<file path="src/design/icache_defines.svh">
/*
 * instruction cache geometry
 * four ways of sixteen sets with 128-bit lines on 32-bit physical fetch addresses
 */
`ifndef ICACHE_DEFINES_SVH
`define ICACHE_DEFINES_SVH

// associativity and depth
`define ICACHE_WAYS 4
`define ICACHE_SETS 16

// line and fetch word
`define ICACHE_LINE_W 128
`define ICACHE_FETCH_W 32

// address split, tag | index | byte offset
`define ICACHE_ADDR_W 32
`define ICACHE_OFFSET_W 4
`define ICACHE_INDEX_W 4
`define ICACHE_TAG_W 24

// upper half of the address space is i/o and never cached
`define ICACHE_NC_BIT 31

`endif

</file>
<file path="src/design/icache_pkg.sv">
/*
 * instruction cache types
 * vector types for addresses, tags and way masks, plus the FSM and return encodings
 */
`include "icache_defines.svh"

package icache_pkg;

  // address and its fields
  typedef logic [`ICACHE_ADDR_W-1:0]  paddr_t;
  typedef logic [`ICACHE_TAG_W-1:0]   tag_t;
  typedef logic [`ICACHE_INDEX_W-1:0] set_idx_t;
  // fetch word within a line
  typedef logic [$clog2(`ICACHE_LINE_W/`ICACHE_FETCH_W)-1:0] word_sel_t;

  // way selection, one-hot and binary
  typedef logic [`ICACHE_WAYS-1:0]         way_oh_t;
  typedef logic [$clog2(`ICACHE_WAYS)-1:0] way_idx_t;

  // payload
  typedef logic [`ICACHE_LINE_W-1:0]  line_t;
  typedef logic [`ICACHE_FETCH_W-1:0] fetch_t;

  // what arrives on the return port
  typedef enum logic {
    RTRN_IFILL = 1'b0,
    RTRN_INV   = 1'b1
  } rtrn_type_e;

  // controller FSM
  typedef enum logic [1:0] {
    FLUSH,
    IDLE,
    READ,
    MISS
  } ctrl_state_e;

endpackage

</file>
<file path="src/design/tag_port_if.sv">
/*
 * tag/valid store access port
 * one read or write of a set, masked per way, granted by the arbiter
 */
interface tag_port_if;

  // ways taking part, nonzero means an access
  icache_pkg::way_oh_t  req;
  logic                 we;
  icache_pkg::set_idx_t idx;
  // valid bit and tag for a write
  logic                 wr_valid;
  icache_pkg::tag_t     wr_tag;
  // access happens when req is nonzero and gnt is high
  logic                 gnt;

  modport requester (output req, we, idx, wr_valid, wr_tag, input gnt);
  modport arbiter (input req, we, idx, wr_valid, wr_tag, output gnt);
  modport array (input req, we, idx, wr_valid, wr_tag, output gnt);

endinterface

</file>
<file path="src/design/tag_valid_array.sv">
/*
 * tag and valid store
 * one tag and valid bit per way and set, synchronous read, hit compare
 */
`include "icache_defines.svh"

module tag_valid_array (
  input  logic                clk_i,
  input  logic                rst_ni,
  tag_port_if.array           port,
  input  icache_pkg::tag_t    cmp_tag_i,
  output logic                hit_o,
  output icache_pkg::way_oh_t hit_way_o,
  output icache_pkg::way_oh_t valid_o
);

  icache_pkg::tag_t    tag_q      [`ICACHE_SETS][`ICACHE_WAYS];
  icache_pkg::way_oh_t valid_q    [`ICACHE_SETS];
  icache_pkg::tag_t    rd_tag_q   [`ICACHE_WAYS];
  icache_pkg::way_oh_t rd_valid_q;
  logic                access;

  // single requester behind the arbiter
  assign port.gnt = 1'b1;
  assign access   = (|port.req) & port.gnt;

  // valid bits and their readout
  always_ff @(posedge clk_i or negedge rst_ni) begin
    if (!rst_ni) begin
      valid_q    <= '{default: '0};
      rd_valid_q <= '0;
    end else if (access) begin
      if (port.we) begin
        for (int w = 0; w < `ICACHE_WAYS; w++) begin
          if (port.req[w]) begin
            valid_q[port.idx][w] <= port.wr_valid;
          end
        end
      end else begin
        rd_valid_q <= valid_q[port.idx];
      end
    end
  end

  // tags, only written when a line becomes valid
  always_ff @(posedge clk_i) begin
    if (access) begin
      if (port.we) begin
        for (int w = 0; w < `ICACHE_WAYS; w++) begin
          if (port.req[w] && port.wr_valid) begin
            tag_q[port.idx][w] <= port.wr_tag;
          end
        end
      end else begin
        rd_tag_q <= tag_q[port.idx];
      end
    end
  end

  // compare against the registered lookup tag
  always_comb begin
    for (int w = 0; w < `ICACHE_WAYS; w++) begin
      hit_way_o[w] = rd_valid_q[w] & (rd_tag_q[w] == cmp_tag_i);
    end
  end

  assign hit_o   = |hit_way_o;
  assign valid_o = rd_valid_q;

endmodule

</file>
<file path="src/flat_wrapper.sv">
// flat-port wrapper written by rule: the top's interface ports become plain ports
module tag_valid_array_flat 
  (clk_i, rst_ni, cmp_tag_i, hit_o, hit_way_o, valid_o, port_req, port_we, port_idx, port_wr_valid, port_wr_tag, port_gnt);
  tag_port_if port_i ();
  input  logic clk_i;
  input  logic rst_ni;
  input  icache_pkg::tag_t cmp_tag_i;
  output logic hit_o;
  output icache_pkg::way_oh_t hit_way_o;
  output icache_pkg::way_oh_t valid_o;
  input wire logic [$bits(port_i.req)-1:0] port_req;
  input wire logic [$bits(port_i.we)-1:0] port_we;
  input wire logic [$bits(port_i.idx)-1:0] port_idx;
  input wire logic [$bits(port_i.wr_valid)-1:0] port_wr_valid;
  input wire logic [$bits(port_i.wr_tag)-1:0] port_wr_tag;
  output wire logic [$bits(port_i.gnt)-1:0] port_gnt;
  assign port_i.req = port_req;
  assign port_i.we = port_we;
  assign port_i.idx = port_idx;
  assign port_i.wr_valid = port_wr_valid;
  assign port_i.wr_tag = port_wr_tag;
  assign port_gnt = port_i.gnt;
  tag_valid_array u_core (.clk_i(clk_i), .rst_ni(rst_ni), .port(port_i), .cmp_tag_i(cmp_tag_i), .hit_o(hit_o), .hit_way_o(hit_way_o), .valid_o(valid_o));
endmodule
</file>
<file path="config.mk">
export PLATFORM = sky130hd
export DESIGN_NAME = tag_valid_array_flat
export DESIGN_NICKNAME = d
export VERILOG_FILES = /design/src/design/icache_pkg.sv /design/src/design/tag_port_if.sv /design/src/design/tag_valid_array.sv /design/src/flat_wrapper.sv
export VERILOG_INCLUDE_DIRS = /design/src /design/src/design
export SDC_FILE = /design/constraint.sdc
export NUM_CORES = 2
export LEC_CHECK = 0
export BUFFER_PORTS_ARGS = -buffer_cell sky130_fd_sc_hd__buf_4
export CAP_MARGIN = 20
export CORE_MARGIN = 2
export CORE_UTILIZATION = 59
export CTS_BUF_LIST = sky130_fd_sc_hd__clkbuf_4
export CTS_CLUSTER_DIAMETER = 50
export DETAILED_ROUTE_END_ITERATION = 12
export GPL_ROUTABILITY_DRIVEN = 1
export PLACE_DENSITY = 0.76
export SYNTH_ARGS = -nofsm -noshare
export SYNTH_HDL_FRONTEND = slang
export SYNTH_SLANG_ARGS = --single-unit
</file>
<file path="constraint.sdc">
create_clock -name clk_i -period 2.2 [get_ports clk_i]
set_clock_uncertainty 0.05 [all_clocks]
set_input_delay 0.44 -clock clk_i [delete_from_list [all_inputs] [get_ports clk_i]]
set_output_delay 0.44 -clock clk_i [all_outputs]
set_load 0.005 [all_outputs]
</file>
==> flow_summary.toml <==
[run_status]
status = "finished with violations"
failed_checks = "antenna rules, setup timing"

[floorplan]
chipWidth_um = 336
dieArea_um2 = 113000
die_height_um = 336
placementRows = 121
initial_core_util = 0.596
coreArea_um2 = 109000
num_io_pins = 70

[detailed_routing]
routedWlPerCell_um = 31.3
num_vias = 33000
drtIter0Drc = 4178
drt_first_pass_iters = 5
drcViolationCount = 0
wl_mm = 162
via_per_inst = 6.37
postRouteAntennaNets = 1

[grt]
grt_usage = 0.296
busiest_layer = "met2"
grt_pass1_wl_mm = 233
overflow = 0
grt_pass1_vias = 33900
grt_start_max_net_pins = 69
antenna_found_initial = 8
use_met3 = 0.0745
use_met2 = 0.471
grt_use_met1 = 0.409

[power]
ir_drop_v = 0.000644
p_leak_nw = 24.9
power_per_cell_area_nw_per_um2 = 854
finalPower_w = 0.0655

[hold_path]
worstHoldStart = "port_idx[1]"
hold_depth = 5
hold_path_class = "input port to flop"

[synth]
synth_area_um2 = 65000
ys_ff_latch = 1700
yosys_warnings = 0
syn-num-nets = 2807
synthCells = 2747
seq_area_frac_synth = 0.780
synth_cell_type_count = 27
avgSynthCellArea_um2 = 23.7

[cts]
htreeDepth = 5
clk_latency_ns = 1.23
cts.path.max_buffers = 4
cts_made_buffers = 421
cts_num_sinks = 1700
root_buffer = "clkbuf_4"
cts_tree = "done"
path_clk_slew_ns = 0.07

[worst_setup_path]
r2r-start = "u_core.valid_q[59]$_DFFE_PN0P_"
critPathArrivalTime_ns = 3.28
crit_fanout = 2
crit_path_end_kind = "primary output"
crit_required_ns = 1.71
r2r_cells = 5
regToRegSetupSlack_ns = 0.03
endpoint = "hit_o"
critical_path_class = "flop to primary output"
r2r_end = "u_core.valid_o[3]$_DFFE_PN0P_"
critPathLaunchType = "flop"
crit_path_start = "u_core.rd_tag_q[43]$_DFFE_PP_"

[finish]
multiInputGateArea_um2 = 14100
drive_gt1_frac = 0.425
fill_cells = 6286
layout.nets = 3453
area_growth_pct = 17.9
ff_latch_area_um2 = 50700
layout.cells.non_filler = 5180

[sta]
hold_viol = 0
fin_crit_sh = 1.71
timing.final.ws_setup_ns = -1.57
rsz0062_at_grt = "true"
finalSetupViolations = 9
final_max_slew_viol_count = 0
tightest_slew_ns = 0.875
relSlewSlack = 0.417
max_freq_mhz = 266
period_minus_slack_ns = 3.77

[place]
dp.cells = 4398
port_buffers = 68
hpwl_mm = 93.6
dp_slack_ns = -0.763
place_congestion = 0.882

[flow_run]
drv.max_cap_violation_count = 0
how the worst min path moves through the flow:
| stage | to |
|---|---|
| floorplan | u_core.valid_o[0]$_DFFE_PN0P_ |
| global placement | u_core.valid_q[57]$_DFFE_PN0P_ |
| detailed placement | u_core.valid_q[56]$_DFFE_PN0P_ |
| CTS | u_core.valid_q[61]$_DFFE_PN0P_ |
| global route | u_core.valid_o[1]$_DFFE_PN0P_ |
| finish | u_core.valid_o[1]$_DFFE_PN0P_ |
worst max-delay path, stage by stage (launching register included):
cell and delay [ns]:
edfxtp_1 0.54, xnor2_1 0.21, nand4_1 0.18, or4_4 0.47
nor4_4 0.19, buf_4 0.19, or4_4 0.16, buf_6 0.10
cell families (layout without fill, tap and decap cells):
family,Yosys count,in the layout,synth area share
XOR/XNOR,96,96,0.0129
flip-flops,1700,1700,0.780
multiplexers,513,513,0.175
AO/OA/AOI/OAI,117,117,0.00920
other,1,16,0.0000577
AND/OR/NAND/NOR,145,145,0.0105
buffers and inverters,175,1117,0.0128
state kept, by name (all words and copies together), names as in the netlist:
| register | count |
|---|---|
| u_core.rd_tag_q | 96 |
| u_core.tag_q | 1536 |
| u_core.valid_o | 4 |
| u_core.valid_q | 64 |
repair_timing:
| item | CTS | global route |
|---|---|---|
| pin swaps | 6 | 3 |
| setup buffers | 3 | 0 |
| gates resized for setup | 25 | 7 |
| hold buffers | 47 | 1 |
| setup endpoints to repair | 9 | 11 |
| hold endpoints to repair | 1871 | 1 |
stage by stage:
step	TNS (ns)	utilization	cell area (um^2)	hold WS, ns
floorplan	-67.46	-	65600	0.0944
global placement	-229.17	0.650	70900	0.415
detailed placement	-260.04	0.650	70900	0.432
CTS	-9.10	0.702	76600	0.0000165
global route	-9.21	0.702	76700	0.0268
finish	-8.22	0.703	76700	0.104
routing by layer:
layer	vias up	part of all wire
met2	2149	0.50
li1	13300	-
met5	-	0.00032
met1	17200	0.37
met3	315	0.11
met4	8	0.027
cell usage after synthesis:
cell | instances | area share
mux2i_1 | 4 | 0.00062
nand4_1 | 21 | 0.0020
conb_1 | 1 | 0.000058
a22oi_1 | 3 | 0.00035
clkinv_1 | 1 | 0.000058
nor4_2 | 4 | 0.00077
nand3_1 | 14 | 0.0011
nand2_1 | 18 | 0.0010
mux2_2 | 9 | 0.0016
buf_4 | 22 | 0.0025
nor2b_1 | 4 | 0.00038
buf_6 | 5 | 0.00087
buf_2 | 42 | 0.0032
buf_1 | 17 | 0.00098
mux2_1 | 4 | 0.00069
dfrtp_1 | 68 | 0.026
or4_1 | 5 | 0.00058
clkbuf_1 | 88 | 0.0051
or2_1 | 1 | 0.000096
a221o_1 | 1 | 0.00015
edfxtp_1 | 1632 | 0.75
o21ai_0 | 58 | 0.0045
nor2_1 | 77 | 0.0044
xnor2_1 | 96 | 0.013
nor4_1 | 1 | 0.000096
o21ai_1 | 55 | 0.0042
mux4_2 | 496 | 0.17
layout by cell type (no fill, tap or decap), drive strengths merged, types with 13 or more instances in the layout:
cell / instances
mux2: 13
nand2: 18
dlygate4sd3: 47
edfxtp: 1632
clkbuf: 598
buf: 349
o21ai: 113
mux4: 496
xnor2: 96
nand4: 21
nand3: 14
clkinv: 110
nor2: 77
diode: 15
dfrtp: 68
layout make-up:
class / count / share of cell area
Sequential cell: 1700 / 0.661
Clock inverter: 122 / 0.00795
Antenna cell: 15 / 0.000489
Timing Repair Buffer: 397 / 0.0640
Tap cell: 1476 / 0.0241
Clock buffer: 597 / 0.0584
Multi-Input combinational cell: 872 / 0.184
Inverter: 1 / 0.000212
where the power goes:
part / total [W] / switching (W) / internal, W
Combinational: 0.00413 / 0.00222 / 0.00190
Clock: 0.0249 / 0.0120 / 0.0129
Sequential: 0.0365 / 0.000363 / 0.0361
Total: 0.0655 / 0.0146 / 0.0509
Power figures use the tool's default switching activity.
