--- config.mk ---
export PLATFORM = sky130hd
export DESIGN_NAME = icache_ctrl_flat
export DESIGN_NICKNAME = d
export VERILOG_FILES = /design/src/design/icache_pkg.sv /design/src/design/tag_port_if.sv /design/src/design/icache_ctrl.sv /design/src/flat_wrapper.sv
export VERILOG_INCLUDE_DIRS = /design/src /design/src/design
export SDC_FILE = /design/constraint.sdc
export NUM_CORES = 1
export LEC_CHECK = 0
export CORE_MARGIN = 4
export CORE_UTILIZATION = 44
export DETAILED_ROUTE_END_ITERATION = 6
export DONT_BUFFER_PORTS = 1
export GPL_TIMING_DRIVEN = 0
export PLACE_DENSITY = 0.56
export SYNTH_ARGS = -nofsm -noshare
export SYNTH_HDL_FRONTEND = slang
export SYNTH_SLANG_ARGS = --single-unit
--- constraint.sdc ---
create_clock -name clk_i -period 3.1 [get_ports clk_i]
set_input_delay 0.775 -clock clk_i [delete_from_list [all_inputs] [get_ports clk_i]]
set_output_delay 0.775 -clock clk_i [all_outputs]
set_load 0.02 [all_outputs]
--- src/design/icache_defines.svh ---
/*
 * instruction cache geometry
 * four ways of sixteen sets with 128-bit lines on 32-bit physical fetch addresses
 */
`ifndef ICACHE_DEFINES_SVH
`define ICACHE_DEFINES_SVH

// associativity and depth
`define ICACHE_WAYS 4
`define ICACHE_SETS 16

// line and fetch word
`define ICACHE_LINE_W 128
`define ICACHE_FETCH_W 32

// address split, tag | index | byte offset
`define ICACHE_ADDR_W 32
`define ICACHE_OFFSET_W 4
`define ICACHE_INDEX_W 4
`define ICACHE_TAG_W 24

// upper half of the address space is i/o and never cached
`define ICACHE_NC_BIT 31

`endif

--- src/design/icache_pkg.sv ---
/*
 * instruction cache types
 * vector types for addresses, tags and way masks, plus the FSM and return encodings
 */
`include "icache_defines.svh"

package icache_pkg;

  // address and its fields
  typedef logic [`ICACHE_ADDR_W-1:0]  paddr_t;
  typedef logic [`ICACHE_TAG_W-1:0]   tag_t;
  typedef logic [`ICACHE_INDEX_W-1:0] set_idx_t;
  // fetch word within a line
  typedef logic [$clog2(`ICACHE_LINE_W/`ICACHE_FETCH_W)-1:0] word_sel_t;

  // way selection, one-hot and binary
  typedef logic [`ICACHE_WAYS-1:0]         way_oh_t;
  typedef logic [$clog2(`ICACHE_WAYS)-1:0] way_idx_t;

  // payload
  typedef logic [`ICACHE_LINE_W-1:0]  line_t;
  typedef logic [`ICACHE_FETCH_W-1:0] fetch_t;

  // what arrives on the return port
  typedef enum logic {
    RTRN_IFILL = 1'b0,
    RTRN_INV   = 1'b1
  } rtrn_type_e;

  // controller FSM
  typedef enum logic [1:0] {
    FLUSH,
    IDLE,
    READ,
    MISS
  } ctrl_state_e;

endpackage

--- src/design/tag_port_if.sv ---
/*
 * tag/valid store access port
 * one read or write of a set, masked per way, granted by the arbiter
 */
interface tag_port_if;

  // ways taking part, nonzero means an access
  icache_pkg::way_oh_t  req;
  logic                 we;
  icache_pkg::set_idx_t idx;
  // valid bit and tag for a write
  logic                 wr_valid;
  icache_pkg::tag_t     wr_tag;
  // access happens when req is nonzero and gnt is high
  logic                 gnt;

  modport requester (output req, we, idx, wr_valid, wr_tag, input gnt);
  modport arbiter (input req, we, idx, wr_valid, wr_tag, output gnt);
  modport array (input req, we, idx, wr_valid, wr_tag, output gnt);

endinterface

--- src/design/icache_ctrl.sv ---
/*
 * instruction cache controller
 * lookup/refill FSM, valid-bit sweep, line and word requests to memory,
 * and the fill write into the victim way
 */
`include "icache_defines.svh"

module icache_ctrl (
  input  logic                  clk_i,
  input  logic                  rst_ni,
  input  logic                  en_i,
  input  logic                  flush_i,
  // fetch side
  input  logic                  req_i,
  input  icache_pkg::paddr_t    addr_i,
  output logic                  ready_o,
  output logic                  valid_o,
  output logic                  miss_o,
  // refill request and return
  output logic                  mem_req_o,
  output icache_pkg::paddr_t    mem_addr_o,
  output logic                  mem_nc_o,
  output icache_pkg::way_idx_t  mem_way_o,
  input  logic                  mem_ack_i,
  input  logic                  rtrn_fill_i,
  // lookup result and replacement choice
  input  logic                  hit_i,
  input  icache_pkg::way_idx_t  victim_way_i,
  // data array control
  output logic                  data_rd_o,
  output logic                  data_wr_o,
  output icache_pkg::way_oh_t   data_way_o,
  output icache_pkg::set_idx_t  data_idx_o,
  output icache_pkg::word_sel_t word_sel_o,
  // valid sweep
  output logic                  flush_en_o,
  output icache_pkg::set_idx_t  flush_idx_o,
  tag_port_if.requester         tag_port,
  output logic                  fill_wr_o,
  output logic                  rd_from_fill_o
);

  icache_pkg::ctrl_state_e state_d, state_q;
  icache_pkg::paddr_t      addr_d, addr_q;
  icache_pkg::way_idx_t    repl_way_d, repl_way_q;
  icache_pkg::way_oh_t     repl_oh;
  icache_pkg::set_idx_t    flush_cnt_d, flush_cnt_q;
  logic                    cache_en_d, cache_en_q;
  logic                    flush_d, flush_q;
  logic                    accept;
  logic                    paddr_nc;
  logic                    flush_done;

  ////////////////////////////////////////////////////////////////////////////
  // address register and request plumbing
  ////////////////////////////////////////////////////////////////////////////

  assign accept = ready_o & req_i;
  assign addr_d = accept ? addr_i : addr_q;

  // i/o space, or everything while disabled
  assign paddr_nc = ~cache_en_q | addr_q[`ICACHE_NC_BIT];

  // word address for nc, line address otherwise
  assign mem_addr_o = paddr_nc ? {addr_q[`ICACHE_ADDR_W-1:2], 2'b00} :
                                 {addr_q[`ICACHE_ADDR_W-1:`ICACHE_OFFSET_W],
                                  {`ICACHE_OFFSET_W{1'b0}}};
  assign mem_nc_o   = paddr_nc;

  // victim is taken during compare and held through the miss
  assign repl_way_d = (state_q == icache_pkg::READ) ? victim_way_i : repl_way_q;
  assign repl_oh    = icache_pkg::way_oh_t'(1) << repl_way_q;
  assign mem_way_o  = repl_way_d;

  // lookups read all ways at the incoming index, fills write the victim
  assign data_rd_o  = accept;
  assign data_wr_o  = fill_wr_o;
  assign data_way_o = accept ? '1 : repl_oh;
  assign data_idx_o = accept ? addr_i[`ICACHE_OFFSET_W +: `ICACHE_INDEX_W] :
                               addr_q[`ICACHE_OFFSET_W +: `ICACHE_INDEX_W];
  assign word_sel_o = addr_q[`ICACHE_OFFSET_W-1:2];

  // same index and way on the tag side
  assign tag_port.req      = accept ? '1 : (fill_wr_o ? repl_oh : '0);
  assign tag_port.we       = fill_wr_o;
  assign tag_port.idx      = data_idx_o;
  assign tag_port.wr_valid = 1'b1;
  assign tag_port.wr_tag   = addr_q[`ICACHE_ADDR_W-1 -: `ICACHE_TAG_W];

  // sweep counter wraps back to set 0 on its last step
  assign flush_en_o  = (state_q == icache_pkg::FLUSH);
  assign flush_idx_o = flush_cnt_q;
  assign flush_done  = (flush_cnt_q == icache_pkg::set_idx_t'(`ICACHE_SETS-1));
  assign flush_cnt_d = flush_en_o ? flush_cnt_q + 1'b1 : flush_cnt_q;

  ////////////////////////////////////////////////////////////////////////////
  // FSM
  ////////////////////////////////////////////////////////////////////////////

  always_comb begin
    state_d        = state_q;
    // disabling takes effect at once, enabling goes through a sweep
    cache_en_d     = cache_en_q & en_i;
    flush_d        = flush_q | flush_i | (en_i & ~cache_en_q);
    ready_o        = 1'b0;
    valid_o        = 1'b0;
    miss_o         = 1'b0;
    mem_req_o      = 1'b0;
    fill_wr_o      = 1'b0;
    rd_from_fill_o = 1'b0;

    unique case (state_q)
      // clear one set per cycle
      icache_pkg::FLUSH: begin
        if (flush_done) begin
          state_d    = icache_pkg::IDLE;
          flush_d    = 1'b0;
          cache_en_d = en_i;
        end
      end
      // an invalidation holding the tag port delays acceptance
      icache_pkg::IDLE: begin
        if (flush_d) begin
          state_d = icache_pkg::FLUSH;
        end else begin
          ready_o = tag_port.gnt;
          if (req_i && tag_port.gnt) begin
            state_d = icache_pkg::READ;
          end
        end
      end
      // compare cycle, a hit may accept the next fetch
      icache_pkg::READ: begin
        if (hit_i && !paddr_nc) begin
          valid_o = 1'b1;
          state_d = icache_pkg::IDLE;
          if (!flush_d) begin
            ready_o = tag_port.gnt;
            if (req_i && tag_port.gnt) begin
              state_d = icache_pkg::READ;
            end
          end
        end else begin
          // hold the request until memory takes it
          mem_req_o = 1'b1;
          if (mem_ack_i) begin
            miss_o  = ~paddr_nc;
            state_d = icache_pkg::MISS;
          end
        end
      end
      // wait for the fill, nc data is only forwarded
      icache_pkg::MISS: begin
        rd_from_fill_o = 1'b1;
        if (rtrn_fill_i) begin
          valid_o   = 1'b1;
          fill_wr_o = ~paddr_nc;
          state_d   = icache_pkg::IDLE;
        end
      end
    endcase
  end

  always_ff @(posedge clk_i or negedge rst_ni) begin
    if (!rst_ni) begin
      state_q     <= icache_pkg::FLUSH;
      cache_en_q  <= 1'b0;
      flush_q     <= 1'b0;
      flush_cnt_q <= '0;
    end else begin
      state_q     <= state_d;
      cache_en_q  <= cache_en_d;
      flush_q     <= flush_d;
      flush_cnt_q <= flush_cnt_d;
    end
  end

  always_ff @(posedge clk_i) begin
    addr_q     <= addr_d;
    repl_way_q <= repl_way_d;
  end

endmodule

--- src/flat_wrapper.sv ---
// flat-port wrapper written by rule: the top's interface ports become plain ports
module icache_ctrl_flat 
  (clk_i, rst_ni, en_i, flush_i, req_i, addr_i, ready_o, valid_o, miss_o, mem_req_o, mem_addr_o, mem_nc_o, mem_way_o, mem_ack_i, rtrn_fill_i, hit_i, victim_way_i, data_rd_o, data_wr_o, data_way_o, data_idx_o, word_sel_o, flush_en_o, flush_idx_o, fill_wr_o, rd_from_fill_o, tag_port_req, tag_port_we, tag_port_idx, tag_port_wr_valid, tag_port_wr_tag, tag_port_gnt);
  tag_port_if tag_port_i ();
  input  logic clk_i;
  input  logic rst_ni;
  input  logic en_i;
  input  logic flush_i;
  input  logic req_i;
  input  icache_pkg::paddr_t addr_i;
  output logic ready_o;
  output logic valid_o;
  output logic miss_o;
  output logic mem_req_o;
  output icache_pkg::paddr_t mem_addr_o;
  output logic mem_nc_o;
  output icache_pkg::way_idx_t mem_way_o;
  input  logic mem_ack_i;
  input  logic rtrn_fill_i;
  input  logic hit_i;
  input  icache_pkg::way_idx_t victim_way_i;
  output logic data_rd_o;
  output logic data_wr_o;
  output icache_pkg::way_oh_t data_way_o;
  output icache_pkg::set_idx_t data_idx_o;
  output icache_pkg::word_sel_t word_sel_o;
  output logic flush_en_o;
  output icache_pkg::set_idx_t flush_idx_o;
  output logic fill_wr_o;
  output logic rd_from_fill_o;
  output wire logic [$bits(tag_port_i.req)-1:0] tag_port_req;
  output wire logic [$bits(tag_port_i.we)-1:0] tag_port_we;
  output wire logic [$bits(tag_port_i.idx)-1:0] tag_port_idx;
  output wire logic [$bits(tag_port_i.wr_valid)-1:0] tag_port_wr_valid;
  output wire logic [$bits(tag_port_i.wr_tag)-1:0] tag_port_wr_tag;
  input wire logic [$bits(tag_port_i.gnt)-1:0] tag_port_gnt;
  assign tag_port_req = tag_port_i.req;
  assign tag_port_we = tag_port_i.we;
  assign tag_port_idx = tag_port_i.idx;
  assign tag_port_wr_valid = tag_port_i.wr_valid;
  assign tag_port_wr_tag = tag_port_i.wr_tag;
  assign tag_port_i.gnt = tag_port_gnt;
  icache_ctrl u_core (.clk_i(clk_i), .rst_ni(rst_ni), .en_i(en_i), .flush_i(flush_i), .req_i(req_i), .addr_i(addr_i), .ready_o(ready_o), .valid_o(valid_o), .miss_o(miss_o), .mem_req_o(mem_req_o), .mem_addr_o(mem_addr_o), .mem_nc_o(mem_nc_o), .mem_way_o(mem_way_o), .mem_ack_i(mem_ack_i), .rtrn_fill_i(rtrn_fill_i), .hit_i(hit_i), .victim_way_i(victim_way_i), .data_rd_o(data_rd_o), .data_wr_o(data_wr_o), .data_way_o(data_way_o), .data_idx_o(data_idx_o), .word_sel_o(word_sel_o), .flush_en_o(flush_en_o), .flush_idx_o(flush_idx_o), .tag_port(tag_port_i), .fill_wr_o(fill_wr_o), .rd_from_fill_o(rd_from_fill_o));
endmodule
==> metrics.cfg <==
[die]
i_o_pin_total = 135
fp-row-count = 23
die-area_sq_mm = 0.00544
placeableCoreArea_sq_mm = 0.00409
die_x_microns = 73.7
effective_utilization_at_floorplan_pct = 46.5
chipHeight_microns = 73.7

[place]
routabilityCongestion = 0.736
detailed_place_hpwl_microns = 3130
io_buffers = 0

[synthesis]
synth.most_common_cell = sky130_fd_sc_hd__buf_4
synthFlopType = sky130_fd_sc_hd__edfxtp_1
synth-async-reset-ratio_pct = 20.0
ys_types = 39
yosys.area.top_type_share_pct = 47.4
synth.area.top_cells = sky130_fd_sc_hd__edfxtp_1 47%, sky130_fd_sc_hd__buf_4 13%, sky130_fd_sc_hd__dfrtp_1 11%, sky130_fd_sc_hd__mux2_2 4.1%, sky130_fd_sc_hd__ha_1 3.3%
synth.cell_area_sq_mm = 0.00190
synth_top_cell_by_area = sky130_fd_sc_hd__edfxtp_1
most_instantiated_cells_after_synthesis = 33 x sky130_fd_sc_hd__buf_4, 30 x sky130_fd_sc_hd__edfxtp_1, 8 x sky130_fd_sc_hd__dfrtp_1
yosys_register_bits = 40
synth_cells = 141
synth_area_per_cell_sq_um = 13.5
synth-seq-area-share_pct = 60.0
synth_edf_count = 30
yosys_warnings = 0

[finish]
insertedDiodeCount = 0
final_cell_utilization_of_the_core_pct = 51.7
fraction_of_final_layout_cells_sized_beyond_drive_strength_1_pct = 40.6
final_layout_fill_cell_count = 366
layout.nets = 202
layout-area-overhead-vs-synth_pct = 11.2

[run]
maxCapViolCount = 0

[clocking]
ctsRootBufferMaster = sky130_fd_sc_hd__clkbuf_8
cts_made_buffers = 5
cts.sink_count = 40
worst_skew_pair.late_latency_ns = 0.28
holdBufCountCts = 0
worst_setup_hold_path_clk_slew_ns = 0.07
cts_tree = done
cts.path.max_buffers = 2
htreeDepth = 2

[power_and_ir_drop]
max-vdd-ir-drop_mv = 0.436
cellLeakagePower_nw = 0.868
power.density_cell_area_mw_per_mm2 = 676

[worst_setup_path]
worst_ep_arrival_time_ns = 2.24
timing.rr.end = u_core.addr_q[5]
endpoint_kind = output pin
crit_path_end = tag_port_idx[2]
critical_path_class = flop to output pin
startpoint = u_core.addr_q[31]
setup.reg_to_reg.worst_slack_ns = 0.51
critPathRequiredTime_ns = 2.32
critical_path_peak_fanout = 5
startpoint_type_of_the_worst_setup_path = flop
ff2ff_path_depth = 6
r2r-start = u_core.addr_q[31]

[sta]
fin_setup_tns_ns = 0
setup-violations-final = 0
slew_viol_final = 0
max_freq_mhz = 332
period_needed_ns = 3.01
maxSlewHeadroom_pct = 51.2
tightest_slew_ns = 0.726
setup_repair_after_global_routing_missed_its_margin = false
min_period_over_period_pct = 97.1
fin_worst_skew_ns = 0.00262
hold_viol_final = 0

[route]
post_drt_wl_per_cell_microns = 19.6
vias_per_inst = 5.12
drt-pass1-iter-count = 4
wirelength_microns = 4020
route.antenna.remaining_nets = 0
dr_total_vias = 1049
initial_drc_count = 38
drcViolationCount = 0

[outcome]
outcome = finished, final reports clean

[hold_path]
hold_path.class = primary input to async pin

[grt]
globalRouteMet1Util_pct = 14.8
grt_residual_overflow = 0
global_route.usage.met3_pct = 6.70
grt_use_total_pct = 13.3
grt_pass1_vias = 1049
grt_pass1_wl_microns = 5300
grt.busiest_layer = met2
initial_antenna_violation_count = 0
groute.layer.met2.usage_pct = 22.5
grt_max_degree = 17

## power by group
| group | leakage (nW) | total (mW) | internal (mW) | switching [mW] |
|---|---|---|---|---|
| Combinational | 0.432 | 0.292 | 0.115 | 0.177 |
| Sequential | 0.381 | 0.728 | 0.630 | 0.0978 |
| Clock | 0.0552 | 0.410 | 0.239 | 0.171 |
## how the worst min path moves through the flow
stage	depth (start not counted)	startpoint	to	slack [ns]
floorplan	0	rst_ni	u_core.cache_en_q	0.48
global placement	0	rst_ni	u_core.state_q[0]	0.48
detailed placement	0	rst_ni	u_core.state_q[1]	0.48
CTS	0	rst_ni	u_core.flush_idx_o[1]	0.17
global route	0	rst_ni	u_core.flush_idx_o[0]	0.15
finish	0	rst_ni	u_core.flush_idx_o[1]	0.18
## critical path, stage by stage (launching register included)
cell                        delay (ns)
sky130_fd_sc_hd__edfxtp_1         0.53
sky130_fd_sc_hd__and2b_2          0.29
sky130_fd_sc_hd__and3_4           0.21
sky130_fd_sc_hd__o2111ai_4        0.25
sky130_fd_sc_hd__buf_6            0.17
sky130_fd_sc_hd__mux2_4           0.34
sky130_fd_sc_hd__buf_4            0.17
## what timing repair did
| action | 4_1_cts | 5_1_grt |
|---|---|---|
| resized for setup | 1 | 0 |
| cloned | 1 | 0 |
| endpoints found under the setup margin | 1 | 1 |
| setup buffers | 0 | 4 |
## metrics by stage
step | hold WS, ns | total power, mW | setup WS (ns) | area [sq um] | instances
after CTS | 0.166 | 1.45 | 0.00933 | 2080 | 201
final | 0.179 | 1.43 | 0.0894 | 2110 | 205
after floorplan | 0.479 | 0.980 | 0.183 | 1910 | 142
after detailed placement | 0.480 | 1.03 | -0.151 | 1970 | 192
after global routing | 0.154 | 1.51 | 0.00713 | 2110 | 205
after global placement | 0.480 | 1.02 | -0.0734 | 1970 | 192
## state kept, by name, indices dropped and copies added, names as in the netlist
name and cells:
u_core.repl_way_q 2, u_core.flush_idx_o 4, u_core.state_q 2, u_core.flush_q 1
u_core.cache_en_q 1, u_core.addr_q 30
## cell usage in the layout, fill, tap and decap left out, types with 2 or more instances in the layout
master	count
sky130_fd_sc_hd__nor2_1	3
sky130_fd_sc_hd__dfrtp_1	8
sky130_fd_sc_hd__conb_1	3
sky130_fd_sc_hd__edfxtp_1	30
sky130_fd_sc_hd__mux2_2	7
sky130_fd_sc_hd__buf_4	37
sky130_fd_sc_hd__dfxtp_1	2
sky130_fd_sc_hd__ha_1	5
sky130_fd_sc_hd__nand2b_1	2
sky130_fd_sc_hd__inv_1	6
sky130_fd_sc_hd__and2_1	2
sky130_fd_sc_hd__o21ai_0	4
sky130_fd_sc_hd__nand3_1	2
sky130_fd_sc_hd__and2_2	2
sky130_fd_sc_hd__xnor2_1	2
sky130_fd_sc_hd__nand2_1	7
sky130_fd_sc_hd__clkbuf_8	5
## layer usage
| metal | wire [microns] | part of all wire (%) |
|---|---|---|
| met1 | 1450 | 36 |
| met2 | 2010 | 50 |
| met3 | 536 | 13 |
| met4 | 25 | 0.62 |
| met5 | 0 | 0 |
## cell families (layout without fill, tap and decap cells)
family,after synthesis,after routing,synth area share (%)
AOI/OAI and AO/OA,14,14,6.12
xor gates and xnor gates,3,3,1.38
adders and majority gates,5,5,3.29
buffers and inverters,41,54,15.0
DFF,40,40,60.0
muxes,9,9,5.46
other,2,3,0.395
and+or+nand+nor,27,27,8.36
## layout make-up
cell class / count / area, sq um / area share, %
Multi-Input combinational cell: 61 / 479 / 22.7
Timing Repair Buffer: 4 / 30.0 / 1.42
Clock inverter: 2 / 35.0 / 1.66
Tap cell: 50 / 62.6 / 2.96
Buffer: 34 / 259 / 12.2
Inverter: 7 / 30.0 / 1.42
Sequential cell: 40 / 1140 / 54.0
Timing Repair inverter: 1 / 5.00 / 0.237
Clock buffer: 6 / 72.6 / 3.43
Power figures use the tool's default switching activity.
