$ cat config.mk
export PLATFORM = sky130hd
export DESIGN_NAME = tag_port_arbiter_flat
export DESIGN_NICKNAME = d
export VERILOG_FILES = /design/src/design/icache_pkg.sv /design/src/design/tag_port_if.sv /design/src/design/tag_port_arbiter.sv /design/src/flat_wrapper.sv
export VERILOG_INCLUDE_DIRS = /design/src /design/src/design
export SDC_FILE = /design/constraint.sdc
export NUM_CORES = 1
export LEC_CHECK = 0
export BUFFER_PORTS_ARGS = -buffer_cell sky130_fd_sc_hd__buf_2
export CAP_MARGIN = 20
export CORE_MARGIN = 4
export CORE_UTILIZATION = 24
export DETAILED_ROUTE_END_ITERATION = 16
export GPL_TIMING_DRIVEN = 0
export PLACE_DENSITY = 0.89
export SETUP_SLACK_MARGIN = 0.1
export SKIP_LAST_GASP = 1
export SLEW_MARGIN = 40
export SYNTH_ARGS = -nofsm -noshare
export SYNTH_HDL_FRONTEND = slang
export SYNTH_SLANG_ARGS = --single-unit
$ cat constraint.sdc
create_clock -name vclk -period 0.8
set_input_delay 0.08 -clock vclk [all_inputs]
set_output_delay 0.08 -clock vclk [all_outputs]
set_load 0.05 [all_outputs]
$ cat src/design/icache_defines.svh
/*
 * instruction cache geometry
 * four ways of sixteen sets with 128-bit lines on 32-bit physical fetch addresses
 */
`ifndef ICACHE_DEFINES_SVH
`define ICACHE_DEFINES_SVH

// associativity and depth
`define ICACHE_WAYS 4
`define ICACHE_SETS 16

// line and fetch word
`define ICACHE_LINE_W 128
`define ICACHE_FETCH_W 32

// address split, tag | index | byte offset
`define ICACHE_ADDR_W 32
`define ICACHE_OFFSET_W 4
`define ICACHE_INDEX_W 4
`define ICACHE_TAG_W 24

// upper half of the address space is i/o and never cached
`define ICACHE_NC_BIT 31

`endif

$ cat src/design/icache_pkg.sv
/*
 * instruction cache types
 * vector types for addresses, tags and way masks, plus the FSM and return encodings
 */
`include "icache_defines.svh"

package icache_pkg;

  // address and its fields
  typedef logic [`ICACHE_ADDR_W-1:0]  paddr_t;
  typedef logic [`ICACHE_TAG_W-1:0]   tag_t;
  typedef logic [`ICACHE_INDEX_W-1:0] set_idx_t;
  // fetch word within a line
  typedef logic [$clog2(`ICACHE_LINE_W/`ICACHE_FETCH_W)-1:0] word_sel_t;

  // way selection, one-hot and binary
  typedef logic [`ICACHE_WAYS-1:0]         way_oh_t;
  typedef logic [$clog2(`ICACHE_WAYS)-1:0] way_idx_t;

  // payload
  typedef logic [`ICACHE_LINE_W-1:0]  line_t;
  typedef logic [`ICACHE_FETCH_W-1:0] fetch_t;

  // what arrives on the return port
  typedef enum logic {
    RTRN_IFILL = 1'b0,
    RTRN_INV   = 1'b1
  } rtrn_type_e;

  // controller FSM
  typedef enum logic [1:0] {
    FLUSH,
    IDLE,
    READ,
    MISS
  } ctrl_state_e;

endpackage

$ cat src/design/tag_port_if.sv
/*
 * tag/valid store access port
 * one read or write of a set, masked per way, granted by the arbiter
 */
interface tag_port_if;

  // ways taking part, nonzero means an access
  icache_pkg::way_oh_t  req;
  logic                 we;
  icache_pkg::set_idx_t idx;
  // valid bit and tag for a write
  logic                 wr_valid;
  icache_pkg::tag_t     wr_tag;
  // access happens when req is nonzero and gnt is high
  logic                 gnt;

  modport requester (output req, we, idx, wr_valid, wr_tag, input gnt);
  modport arbiter (input req, we, idx, wr_valid, wr_tag, output gnt);
  modport array (input req, we, idx, wr_valid, wr_tag, output gnt);

endinterface

$ cat src/design/tag_port_arbiter.sv
/*
 * tag/valid store arbiter
 * fixed priority of sweep, then invalidation, then controller access
 */
module tag_port_arbiter (
  input  logic                 flush_en_i,
  input  icache_pkg::set_idx_t flush_idx_i,
  input  logic                 inv_vld_i,
  input  icache_pkg::set_idx_t inv_idx_i,
  input  logic                 inv_all_i,
  input  logic                 inv_way_vld_i,
  input  icache_pkg::way_idx_t inv_way_i,
  tag_port_if.arbiter          ctrl_port,
  tag_port_if.requester        array_port
);

  icache_pkg::way_oh_t inv_mask;

  // whole set, one way, or nothing
  assign inv_mask = inv_all_i     ? '1 :
                    inv_way_vld_i ? icache_pkg::way_oh_t'(1) << inv_way_i :
                                    '0;

  always_comb begin
    // tag only matters on a fill
    array_port.wr_tag = ctrl_port.wr_tag;
    if (flush_en_i) begin
      array_port.req      = '1;
      array_port.we       = 1'b1;
      array_port.idx      = flush_idx_i;
      array_port.wr_valid = 1'b0;
    end else if (inv_vld_i) begin
      array_port.req      = inv_mask;
      array_port.we       = 1'b1;
      array_port.idx      = inv_idx_i;
      array_port.wr_valid = 1'b0;
    end else begin
      array_port.req      = ctrl_port.req;
      array_port.we       = ctrl_port.we;
      array_port.idx      = ctrl_port.idx;
      array_port.wr_valid = ctrl_port.wr_valid;
    end
  end

  // controller only when the port is free
  assign ctrl_port.gnt = array_port.gnt & ~flush_en_i & ~inv_vld_i;

endmodule

$ cat src/flat_wrapper.sv
// flat-port wrapper written by rule: the top's interface ports become plain ports
module tag_port_arbiter_flat 
  (flush_en_i, flush_idx_i, inv_vld_i, inv_idx_i, inv_all_i, inv_way_vld_i, inv_way_i, ctrl_port_req, ctrl_port_we, ctrl_port_idx, ctrl_port_wr_valid, ctrl_port_wr_tag, ctrl_port_gnt, array_port_req, array_port_we, array_port_idx, array_port_wr_valid, array_port_wr_tag, array_port_gnt);
  tag_port_if ctrl_port_i ();
  tag_port_if array_port_i ();
  input  logic flush_en_i;
  input  icache_pkg::set_idx_t flush_idx_i;
  input  logic inv_vld_i;
  input  icache_pkg::set_idx_t inv_idx_i;
  input  logic inv_all_i;
  input  logic inv_way_vld_i;
  input  icache_pkg::way_idx_t inv_way_i;
  input wire logic [$bits(ctrl_port_i.req)-1:0] ctrl_port_req;
  input wire logic [$bits(ctrl_port_i.we)-1:0] ctrl_port_we;
  input wire logic [$bits(ctrl_port_i.idx)-1:0] ctrl_port_idx;
  input wire logic [$bits(ctrl_port_i.wr_valid)-1:0] ctrl_port_wr_valid;
  input wire logic [$bits(ctrl_port_i.wr_tag)-1:0] ctrl_port_wr_tag;
  output wire logic [$bits(ctrl_port_i.gnt)-1:0] ctrl_port_gnt;
  output wire logic [$bits(array_port_i.req)-1:0] array_port_req;
  output wire logic [$bits(array_port_i.we)-1:0] array_port_we;
  output wire logic [$bits(array_port_i.idx)-1:0] array_port_idx;
  output wire logic [$bits(array_port_i.wr_valid)-1:0] array_port_wr_valid;
  output wire logic [$bits(array_port_i.wr_tag)-1:0] array_port_wr_tag;
  input wire logic [$bits(array_port_i.gnt)-1:0] array_port_gnt;
  assign ctrl_port_i.req = ctrl_port_req;
  assign ctrl_port_i.we = ctrl_port_we;
  assign ctrl_port_i.idx = ctrl_port_idx;
  assign ctrl_port_i.wr_valid = ctrl_port_wr_valid;
  assign ctrl_port_i.wr_tag = ctrl_port_wr_tag;
  assign ctrl_port_gnt = ctrl_port_i.gnt;
  assign array_port_req = array_port_i.req;
  assign array_port_we = array_port_i.we;
  assign array_port_idx = array_port_i.idx;
  assign array_port_wr_valid = array_port_i.wr_valid;
  assign array_port_wr_tag = array_port_i.wr_tag;
  assign array_port_i.gnt = array_port_gnt;
  tag_port_arbiter u_core (.flush_en_i(flush_en_i), .flush_idx_i(flush_idx_i), .inv_vld_i(inv_vld_i), .inv_idx_i(inv_idx_i), .inv_all_i(inv_all_i), .inv_way_vld_i(inv_way_vld_i), .inv_way_i(inv_way_i), .ctrl_port(ctrl_port_i), .array_port(array_port_i));
endmodule
==> flow_summary.json, run 1 <==
{
  "outcome": "finished, violations left",
  "violations": "setup timing",
  "max_slew_margin_pct": 83.03,
  "dpl.cell_count": 129,
  "fin_crit_sh_pct": 119.8,
  "yosysTopAreaCellShare_pct": 50.17,
  "dr_total_vias": 614,
  "path_class": "in -> out",
  "numPortBuffers": 60,
  "drv_cap": 0,
  "switching_share_pct": 57.06,
  "ff_latch_area_um2": 0,
  "yosys.area.top_type": "buf_4",
  "combPwrFrac_pct": 100.0,
  "gr-total-overflow": 0,
  "cp_max_fo": 3,
  "start_util_pct": 27.06,
  "synth_area_um2": 374.1,
  "synthCells": 54,
  "hpwl_um": 1389,
  "seq_cells": 0,
  "area_growth_pct": 218.7,
  "die_width_um": 47.48,
  "p_total_uw": 1015,
  "maxSlewViolCount": 0,
  "switchingPower_uw": 579.2,
  "pin_count": 84,
  "worst_slew_pin_slew_ns": 0.2563,
  "ant_nets": 0,
  "seq_power_share_pct": 0,
  "post_route_cells_drive_above_1_share_pct": 94.17,
  "synth_most_common_cell": "buf_4",
  "grt_pass1_wl_um": 2380,
  "layout.nets": 171,
  "endpoint_kind": "output pin",
  "syn_avg_cell_area_um2": 6.928,
  "drc": 0,
  "row_count": 13,
  "fmax_mhz": 1043,
  "p_int_uw": 435.9,
  "fin_cells": 135,
  "first_global_vias": 568,
  "clock_buffers": 0,
  "cp.arrival_ns": 0.88,
  "start_kind": "primary input",
  "grt_max_degree": 11,
  "required_ns": 0.72,
  "power.leakage_uw": 0.0005782,
  "finalSetupViolCount": 10,
  "synth_area_leaders": "buf_4 (50%), mux2i_1 (11%), nor3_1 (5.4%)",
  "diodes": 0,
  "avgRoutedWirePerCell_um": 14.33,
  "synth_common_cells": "buf_4 (25), mux2i_1 (4), nand2_1 (4), nor3_1 (4), o21ai_0 (4)",
  "syn_nets": 103,
  "ys_warn_count": 0,
  "ir_drop_mv": 0.5783,
  "fin_util_pct": 86.24,
  "gp_congestion": 0.6465,
  "p_clk_share_pct": 0,
  "fillerInstances": 76,
  "drt-total-wl_um": 1934,
  "rsz0062_at_grt": "yes",
  "viasPerCell": 4.548,
  "grt_use_total_pct": 14.47,
  "coreArea_um2": 1383,
  "power_density_nw_per_um2": 851.4,
  "ys_seq_area_share_pct": 0,
  "drtIter0Drc": 1,
  "synthDistinctLibCells": 14,
  "hold_viol": 0,
  "fin_crit_ns": 0.9588,
  "setup_ws_ns": -0.1588,
  "die_h_um": 47.48,
  "hold_buffers": 0,
  "antenna_found_initial": 0,
  "hold_class": "in -> out",
  "firstDrtPassIters": 2,
  "die_area_um2": 2254
}
layout make-up:
cell class / instances / area [um2] / share of cell area (%)
repair buffers: 66 / 554.3 / 46.48
multi-input cells: 28 / 399.1 / 33.47
plain buffers: 26 / 220.2 / 18.47
well taps: 15 / 18.77 / 1.574
power by group through the flow:
stage,clock [uW],sequential [uW],combinational [uW]
after global routing,0,0,1060
after global placement,0,0,783
final,0,0,1020
after floorplan,0,0,618
after CTS,0,0,985
after detailed placement,0,0,794
metrics by stage:
| stage | setup slack (ns) | hold slack, ns | area (um2) | TNS [ns] |
|---|---|---|---|---|
| 3_5_place_dp | -0.3216 | 0.4629 | 848.3 | -2.607 |
| 5_1_grt | -0.1889 | 0.4664 | 1192 | -1.036 |
| 6_report | -0.1588 | 0.4619 | 1192 | -0.8146 |
| 2_1_floorplan | -0.08278 | 0.3271 | 529.3 | -0.08475 |
| 4_1_cts | -0.1644 | 0.4629 | 1145 | -0.7371 |
| 3_3_place_gp | -0.3059 | 0.4627 | 848.3 | -2.410 |
critical path, stage by stage:
cell and delay, ns:
buf_8 0.10, or3b_4 0.39, a21oi_4 0.13, buf_6 0.17
cells by family (layout without fill, tap and decap cells):
family	count (synthesis)	count (layout)	synth area share, %
simple gates	16	16	26.08
compound gates	8	8	11.71
buf+inv	26	92	51.50
mux	4	4	10.70
path summary, 6_finish.rpt:
check,from,end,slack (ns),depth (start not counted)
setup / recovery,inv_way_i[0],array_port_req[0],-0.16,4
hold / removal,ctrl_port_wr_tag[4],array_port_wr_tag[4],0.46,2
metal layers:
layer | global-route usage [%] | share of wire, % | up-vias
li1 | - | - | 296
met1 | 13.48 | 26 | 267
met2 | 32.62 | 59 | 51
met3 | 2.632 | 15 | 0
met4 | 0 | 0 | 0
met5 | 0 | 0 | -
cell usage in the layout, fill, tap and decap left out:
cell type,Yosys,final
buf_6,0,11
buf_8,0,5
buf_16,0,1
or3_4,0,1
a21oi_4,0,4
buf_2,1,43
o21ai_4,0,4
buf_4,25,25
nor3b_4,0,3
nand3_1,1,1
clkbuf_16,0,1
mux2i_4,0,4
nand2_1,4,4
or3b_4,0,1
buf_12,0,6
nor3_4,0,4
nand3b_1,2,2
repair_timing:
| item | CTS | global route |
|---|---|---|
| resized for setup | 52 | 4 |
| pin swaps | 11 | 6 |
| setup buffers | 3 | 1 |
| setup endpoints to repair | 11 | 11 |
| cloned | 1 | 1 |
(Power assumes the default switching activity.)
==> run 2: changes to the inputs <==
--- a/config.mk
+++ b/config.mk
@@ -6,13 +6,14 @@
 export SDC_FILE = /design/constraint.sdc
 export NUM_CORES = 1
 export LEC_CHECK = 0
+export ABC_AREA = 1
 export BUFFER_PORTS_ARGS = -buffer_cell sky130_fd_sc_hd__buf_2
 export CAP_MARGIN = 20
 export CORE_MARGIN = 4
-export CORE_UTILIZATION = 24
+export CORE_UTILIZATION = 26
 export DETAILED_ROUTE_END_ITERATION = 16
 export GPL_TIMING_DRIVEN = 0
-export PLACE_DENSITY = 0.89
+export PLACE_DENSITY = 0.91
 export SETUP_SLACK_MARGIN = 0.1
 export SKIP_LAST_GASP = 1
 export SLEW_MARGIN = 40
==> flow_summary.json, run 2 <==
{
  "path_class": "in -> out",
  "gp_congestion": 0.6911,
  "endpoint_kind": "output pin",
  "syn_avg_cell_area_um2": 6.180,
  "crit_family": "buffers and inverters",
  "cpPeakStageDelay_ns": 0.23,
  "coreArea_um2": 1489,
  "hpwl_um": 1390,
  "synth_simple_gate_area_share_pct": 40.49,
  "die_h_um": 47.61,
  "grt_max_degree": 7,
  "worst_slew_pin_slew_ns": 0.2535,
  "hold_class": "in -> out",
  "grt_use_total_pct": 11.88,
  "synth_compound_area_share_pct": 8.589,
  "yosys.area.top_type": "buf_4",
  "dp_slack_ns": -0.1439,
  "cpMaxStageDelayCell": "or2_4",
  "syn_nets": 115,
  "synth_most_common_cell": "buf_4",
  "start_kind": "primary input",
  "viasPerCell": 4.297,
  "area_growth_pct": 136.8,
  "avgRoutedWirePerCell_um": 12.14,
  "cp_max_fo": 6,
  "pin_count": 84,
  "synthDistinctLibCells": 12,
  "final_cell_mix": "buf_2 (47), buf_4 (27), nand2_2 (11)",
  "hold_viol": 0,
  "power.leakage_uw": 0.0005424,
  "drtIter0Drc": 1,
  "ir_drop_mv": 0.4831,
  "grt_pass1_wl_um": 2028,
  "firstDrtPassIters": 2,
  "synthXorXnorAreaFrac_pct": 0,
  "fmax_mhz": 1289,
  "clock_buffers": 0,
  "die_area_um2": 2267,
  "numPortBuffers": 60,
  "fin_crit_ns": 0.7760,
  "hold_buffers": 0,
  "antenna_found_initial": 0,
  "die_width_um": 47.61,
  "synth_area_um2": 407.9,
  "drt-total-wl_um": 1761,
  "ant_nets": 0,
  "required_ns": 0.72,
  "cp.arrival_ns": 0.70,
  "maxSlewViolCount": 0,
  "synth.area.mux_share_pct": 0,
  "first_global_vias": 539,
  "fin_crit_sh_pct": 97.00,
  "path_buf_inv": 3,
  "synth_common_cells": "buf_4 (24), nand2_1 (10), nand3_1 (8)",
  "power_density_nw_per_um2": 904.7,
  "ys_warn_count": 0,
  "drv_cap": 0,
  "ys_seq_area_share_pct": 0,
  "drc": 0,
  "layout.nets": 180,
  "setup_ws_ns": 0.02403,
  "post_route_cells_drive_above_1_share_pct": 93.02,
  "synth_area_leaders": "buf_4 (44%), nand3_1 (9.8%), nand2_1 (9.2%)",
  "rsz0062_at_grt": "yes",
  "gr-total-overflow": 0,
  "yosysTopAreaCellShare_pct": 44.17,
  "row_count": 14,
  "outcome": "finished, final reports clean",
  "seq_cells": 0,
  "synthAdderAreaFrac_pct": 0,
  "diodes": 0,
  "final_common_cell": "buf_2",
  "synthCells": 66,
  "finalSetupViolCount": 0,
  "ff_latch_area_um2": 0,
  "worst_hold_slack_ns": 0.4618,
  "crit_chain": "buf_12, clkinv_8, nand2_8, or2_4, buf_8",
  "synth_top_family_by_area": "buffers and inverters",
  "max_slew_margin_pct": 83.21,
  "start_util_pct": 27.39,
  "dr_total_vias": 623
}
run 2: cell types whose count changed after synthesis, sizes merged:
cell	change
nor3	-4
mux2i	-4
or3	-1
o21ai	-4
inv	+6
nor3b	-3
or2	+1
nor2	+7
buf	-2
nand3	+7
nand2	+12
nand3b	-2
or3b	-1
run 2: cell type report:
type	instances	area, um2
Timing Repair Buffer	63	440.4
Inverter	6	52.55
Fill cell	134	523.0
Tap cell	16	20.02
Multi-Input combinational cell	36	272.8
Buffer	24	180.2
run 2: routing by layer:
layer	global-route usage (%)	part of all wire, %	vias up
met3	0	13	2
met2	27.27	63	43
met1	11.43	23	269
met5	0	0	-
li1	-	-	309
met4	1.613	0.97	0
run 2: worst paths after layout:
kind	from	endpoint	slack, ns	cells past startpoint
worst max-delay path	flush_en_i	array_port_we	0.02	5
worst min-delay path	ctrl_port_wr_tag[15]	array_port_wr_tag[15]	0.46	2
run 2: metrics by stage:
step	power [uW]	util [%]	TNS (ns)	cells	area (um2)
2_1_floorplan	557.1	-	-0.07867	66	435.4
3_3_place_gp	721.3	50.76	-1.182	142	755.7
3_5_place_dp	730.7	50.76	-1.215	142	755.7
4_1_cts	825.6	59.50	-0.01640	143	885.9
5_1_grt	915.3	64.87	-0.001837	145	965.9
6_report	873.9	64.87	0	145	965.9
run 2: cells by family after synthesis:
group | Yosys count
simple gates | 32
buf+inv | 30
compound gates | 4
run 2: report_power, final:
part | leakage, uW | total, uW | switching (uW) | internal [uW]
combinational | 0.000542 | 874 | 548 | 326
clock | 0 | 0 | 0 | 0
sequential | 0 | 0 | 0 | 0
total | 0.000542 | 874 | 548 | 326
run 2: timing repair:
item                                    CTS  global route
setup buffers                             1             2
pin swaps                                 4             7
endpoints found under the setup margin   11            10
resized for setup                        36            20
==> run 3: changes to the inputs <==
--- a/config.mk
+++ b/config.mk
@@ -10,13 +10,12 @@
 export BUFFER_PORTS_ARGS = -buffer_cell sky130_fd_sc_hd__buf_2
 export CAP_MARGIN = 20
 export CORE_MARGIN = 4
-export CORE_UTILIZATION = 26
+export CORE_UTILIZATION = 28
 export DETAILED_ROUTE_END_ITERATION = 16
 export GPL_TIMING_DRIVEN = 0
-export PLACE_DENSITY = 0.91
+export PLACE_DENSITY = 0.95
 export SETUP_SLACK_MARGIN = 0.1
 export SKIP_LAST_GASP = 1
-export SLEW_MARGIN = 40
 export SYNTH_ARGS = -nofsm -noshare
 export SYNTH_HDL_FRONTEND = slang
 export SYNTH_SLANG_ARGS = --single-unit
==> constraint.sdc (replaced) <==
create_clock -name vclk -period 0.97
set_input_delay 0.097 -clock vclk [all_inputs]
set_output_delay 0.097 -clock vclk [all_outputs]
set_load 0.05 [all_outputs]
==> flow_summary.json, run 3 (same netlist as run 2, synthesis figures left out) <==
{
  "outcome": "finished, final reports clean",
  "worst_slew_pin_slew_ns": 0.2580,
  "cp_max_fo": 6,
  "dp_slack_ns": -0.02061,
  "area_growth_pct": 98.77,
  "setup_ws_ns": 0.1412,
  "hold_viol": 0,
  "grt_max_degree": 7,
  "post_cts_buffers": 0,
  "drtIter0Drc": 3,
  "start_util_pct": 30.58,
  "die_width_um": 46.17,
  "ir_drop_mv": 0.3307,
  "drv_cap": 0,
  "path_class": "in -> out",
  "pin_count": 84,
  "post_route_cells_drive_above_1_share_pct": 81.75,
  "worst_hold_slack_ns": 0.4960,
  "fin_crit_sh_pct": 85.45,
  "power_density_nw_per_um2": 790.9,
  "grt_use_total_pct": 12.04,
  "antenna_found_initial": 0,
  "maxSlewViolCount": 0,
  "ff_latch_area_um2": 0,
  "hold_buffers": 0,
  "ant_nets": 0,
  "fillerInstances": 123,
  "endpoint_kind": "output pin",
  "seq_cells": 0,
  "hold_class": "in -> out",
  "rsz0062_at_grt": "no",
  "start_kind": "primary input",
  "clock_buffers": 0,
  "gp_congestion": 0.6781,
  "dr_total_vias": 593,
  "die_area_um2": 2131,
  "required_ns": 0.87,
  "final_cell_mix": "buf_2 (49), buf_4 (26), nand2_1 (10)",
  "numPortBuffers": 60,
  "viasPerCell": 4.206,
  "coreArea_um2": 1334,
  "fmax_mhz": 1207,
  "row_count": 13,
  "hpwl_um": 1453,
  "fin_util_pct": 60.79,
  "avgRoutedWirePerCell_um": 11.55,
  "cp.arrival_ns": 0.73,
  "final_common_cell": "buf_2",
  "layout.nets": 177,
  "max_slew_margin_pct": 82.92,
  "fin_crit_ns": 0.8288,
  "finalSetupViolCount": 0,
  "drt-total-wl_um": 1629,
  "first_global_vias": 543,
  "grt_pass1_wl_um": 2014,
  "firstDrtPassIters": 3,
  "p_total_uw": 641.2,
  "drc": 0,
  "tns_ns": 0,
  "die_h_um": 46.17,
  "power.leakage_uw": 0.0004971,
  "diodes": 0,
  "gr-total-overflow": 0
}
## run 3: cell types whose count changed in the layout (fill, tap and decap cells not counted), sizes merged
cell / delta
inv: +2
buf: -3
clkinv: -2
## run 3: final cells by class
cell class	instances	area [um2]	area share, %
Multi-Input combinational cell	36	215.2	26.54
Buffer	24	180.2	22.22
Tap cell	15	18.77	2.315
Timing Repair Buffer	60	361.6	44.60
Inverter	6	35.03	4.321
## run 3: path summary, 6_finish.rpt
| kind | startpoint | endpoint | slack, ns | depth (start not counted) |
|---|---|---|---|---|
| setup / recovery | flush_en_i | array_port_req[1] | 0.14 | 6 |
| hold / removal | ctrl_port_wr_tag[2] | array_port_wr_tag[2] | 0.50 | 2 |
## run 3: timing repair
action | 4_1_cts | 5_1_grt
endpoints found under the setup margin | 9 | 9
pin swaps | 2 | 3
gates resized for setup | 17 | 9
## run 3: critical path, cell delays in order
cell and delay (ns):
buf_6 0.12, inv_6 0.06, nand2_4 0.06, nor2_4 0.15, a21oi_2 0.09, buf_6 0.15
## run 3: metrics by stage
stage                     instances  area (um2)
final                           141       810.8
after floorplan                  66       412.9
after global routing            141       810.8
after global placement          141       732.0
after detailed placement        141       732.0
after CTS                       141       782.0
## run 3: where the power goes
| group | internal (uW) | total [uW] | switching [uW] |
|---|---|---|---|
| logic | 219 | 641 | 422 |
| clock network | 0 | 0 | 0 |
| registers | 0 | 0 | 0 |
## run 3: layer usage
layer	vias to the layer above	track usage (%)	share of wire (%)
met5	-	0	0
li1	301	-	-
met3	2	1.172	14
met4	0	2.841	1.3
met2	36	26.92	58
met1	254	10.68	27
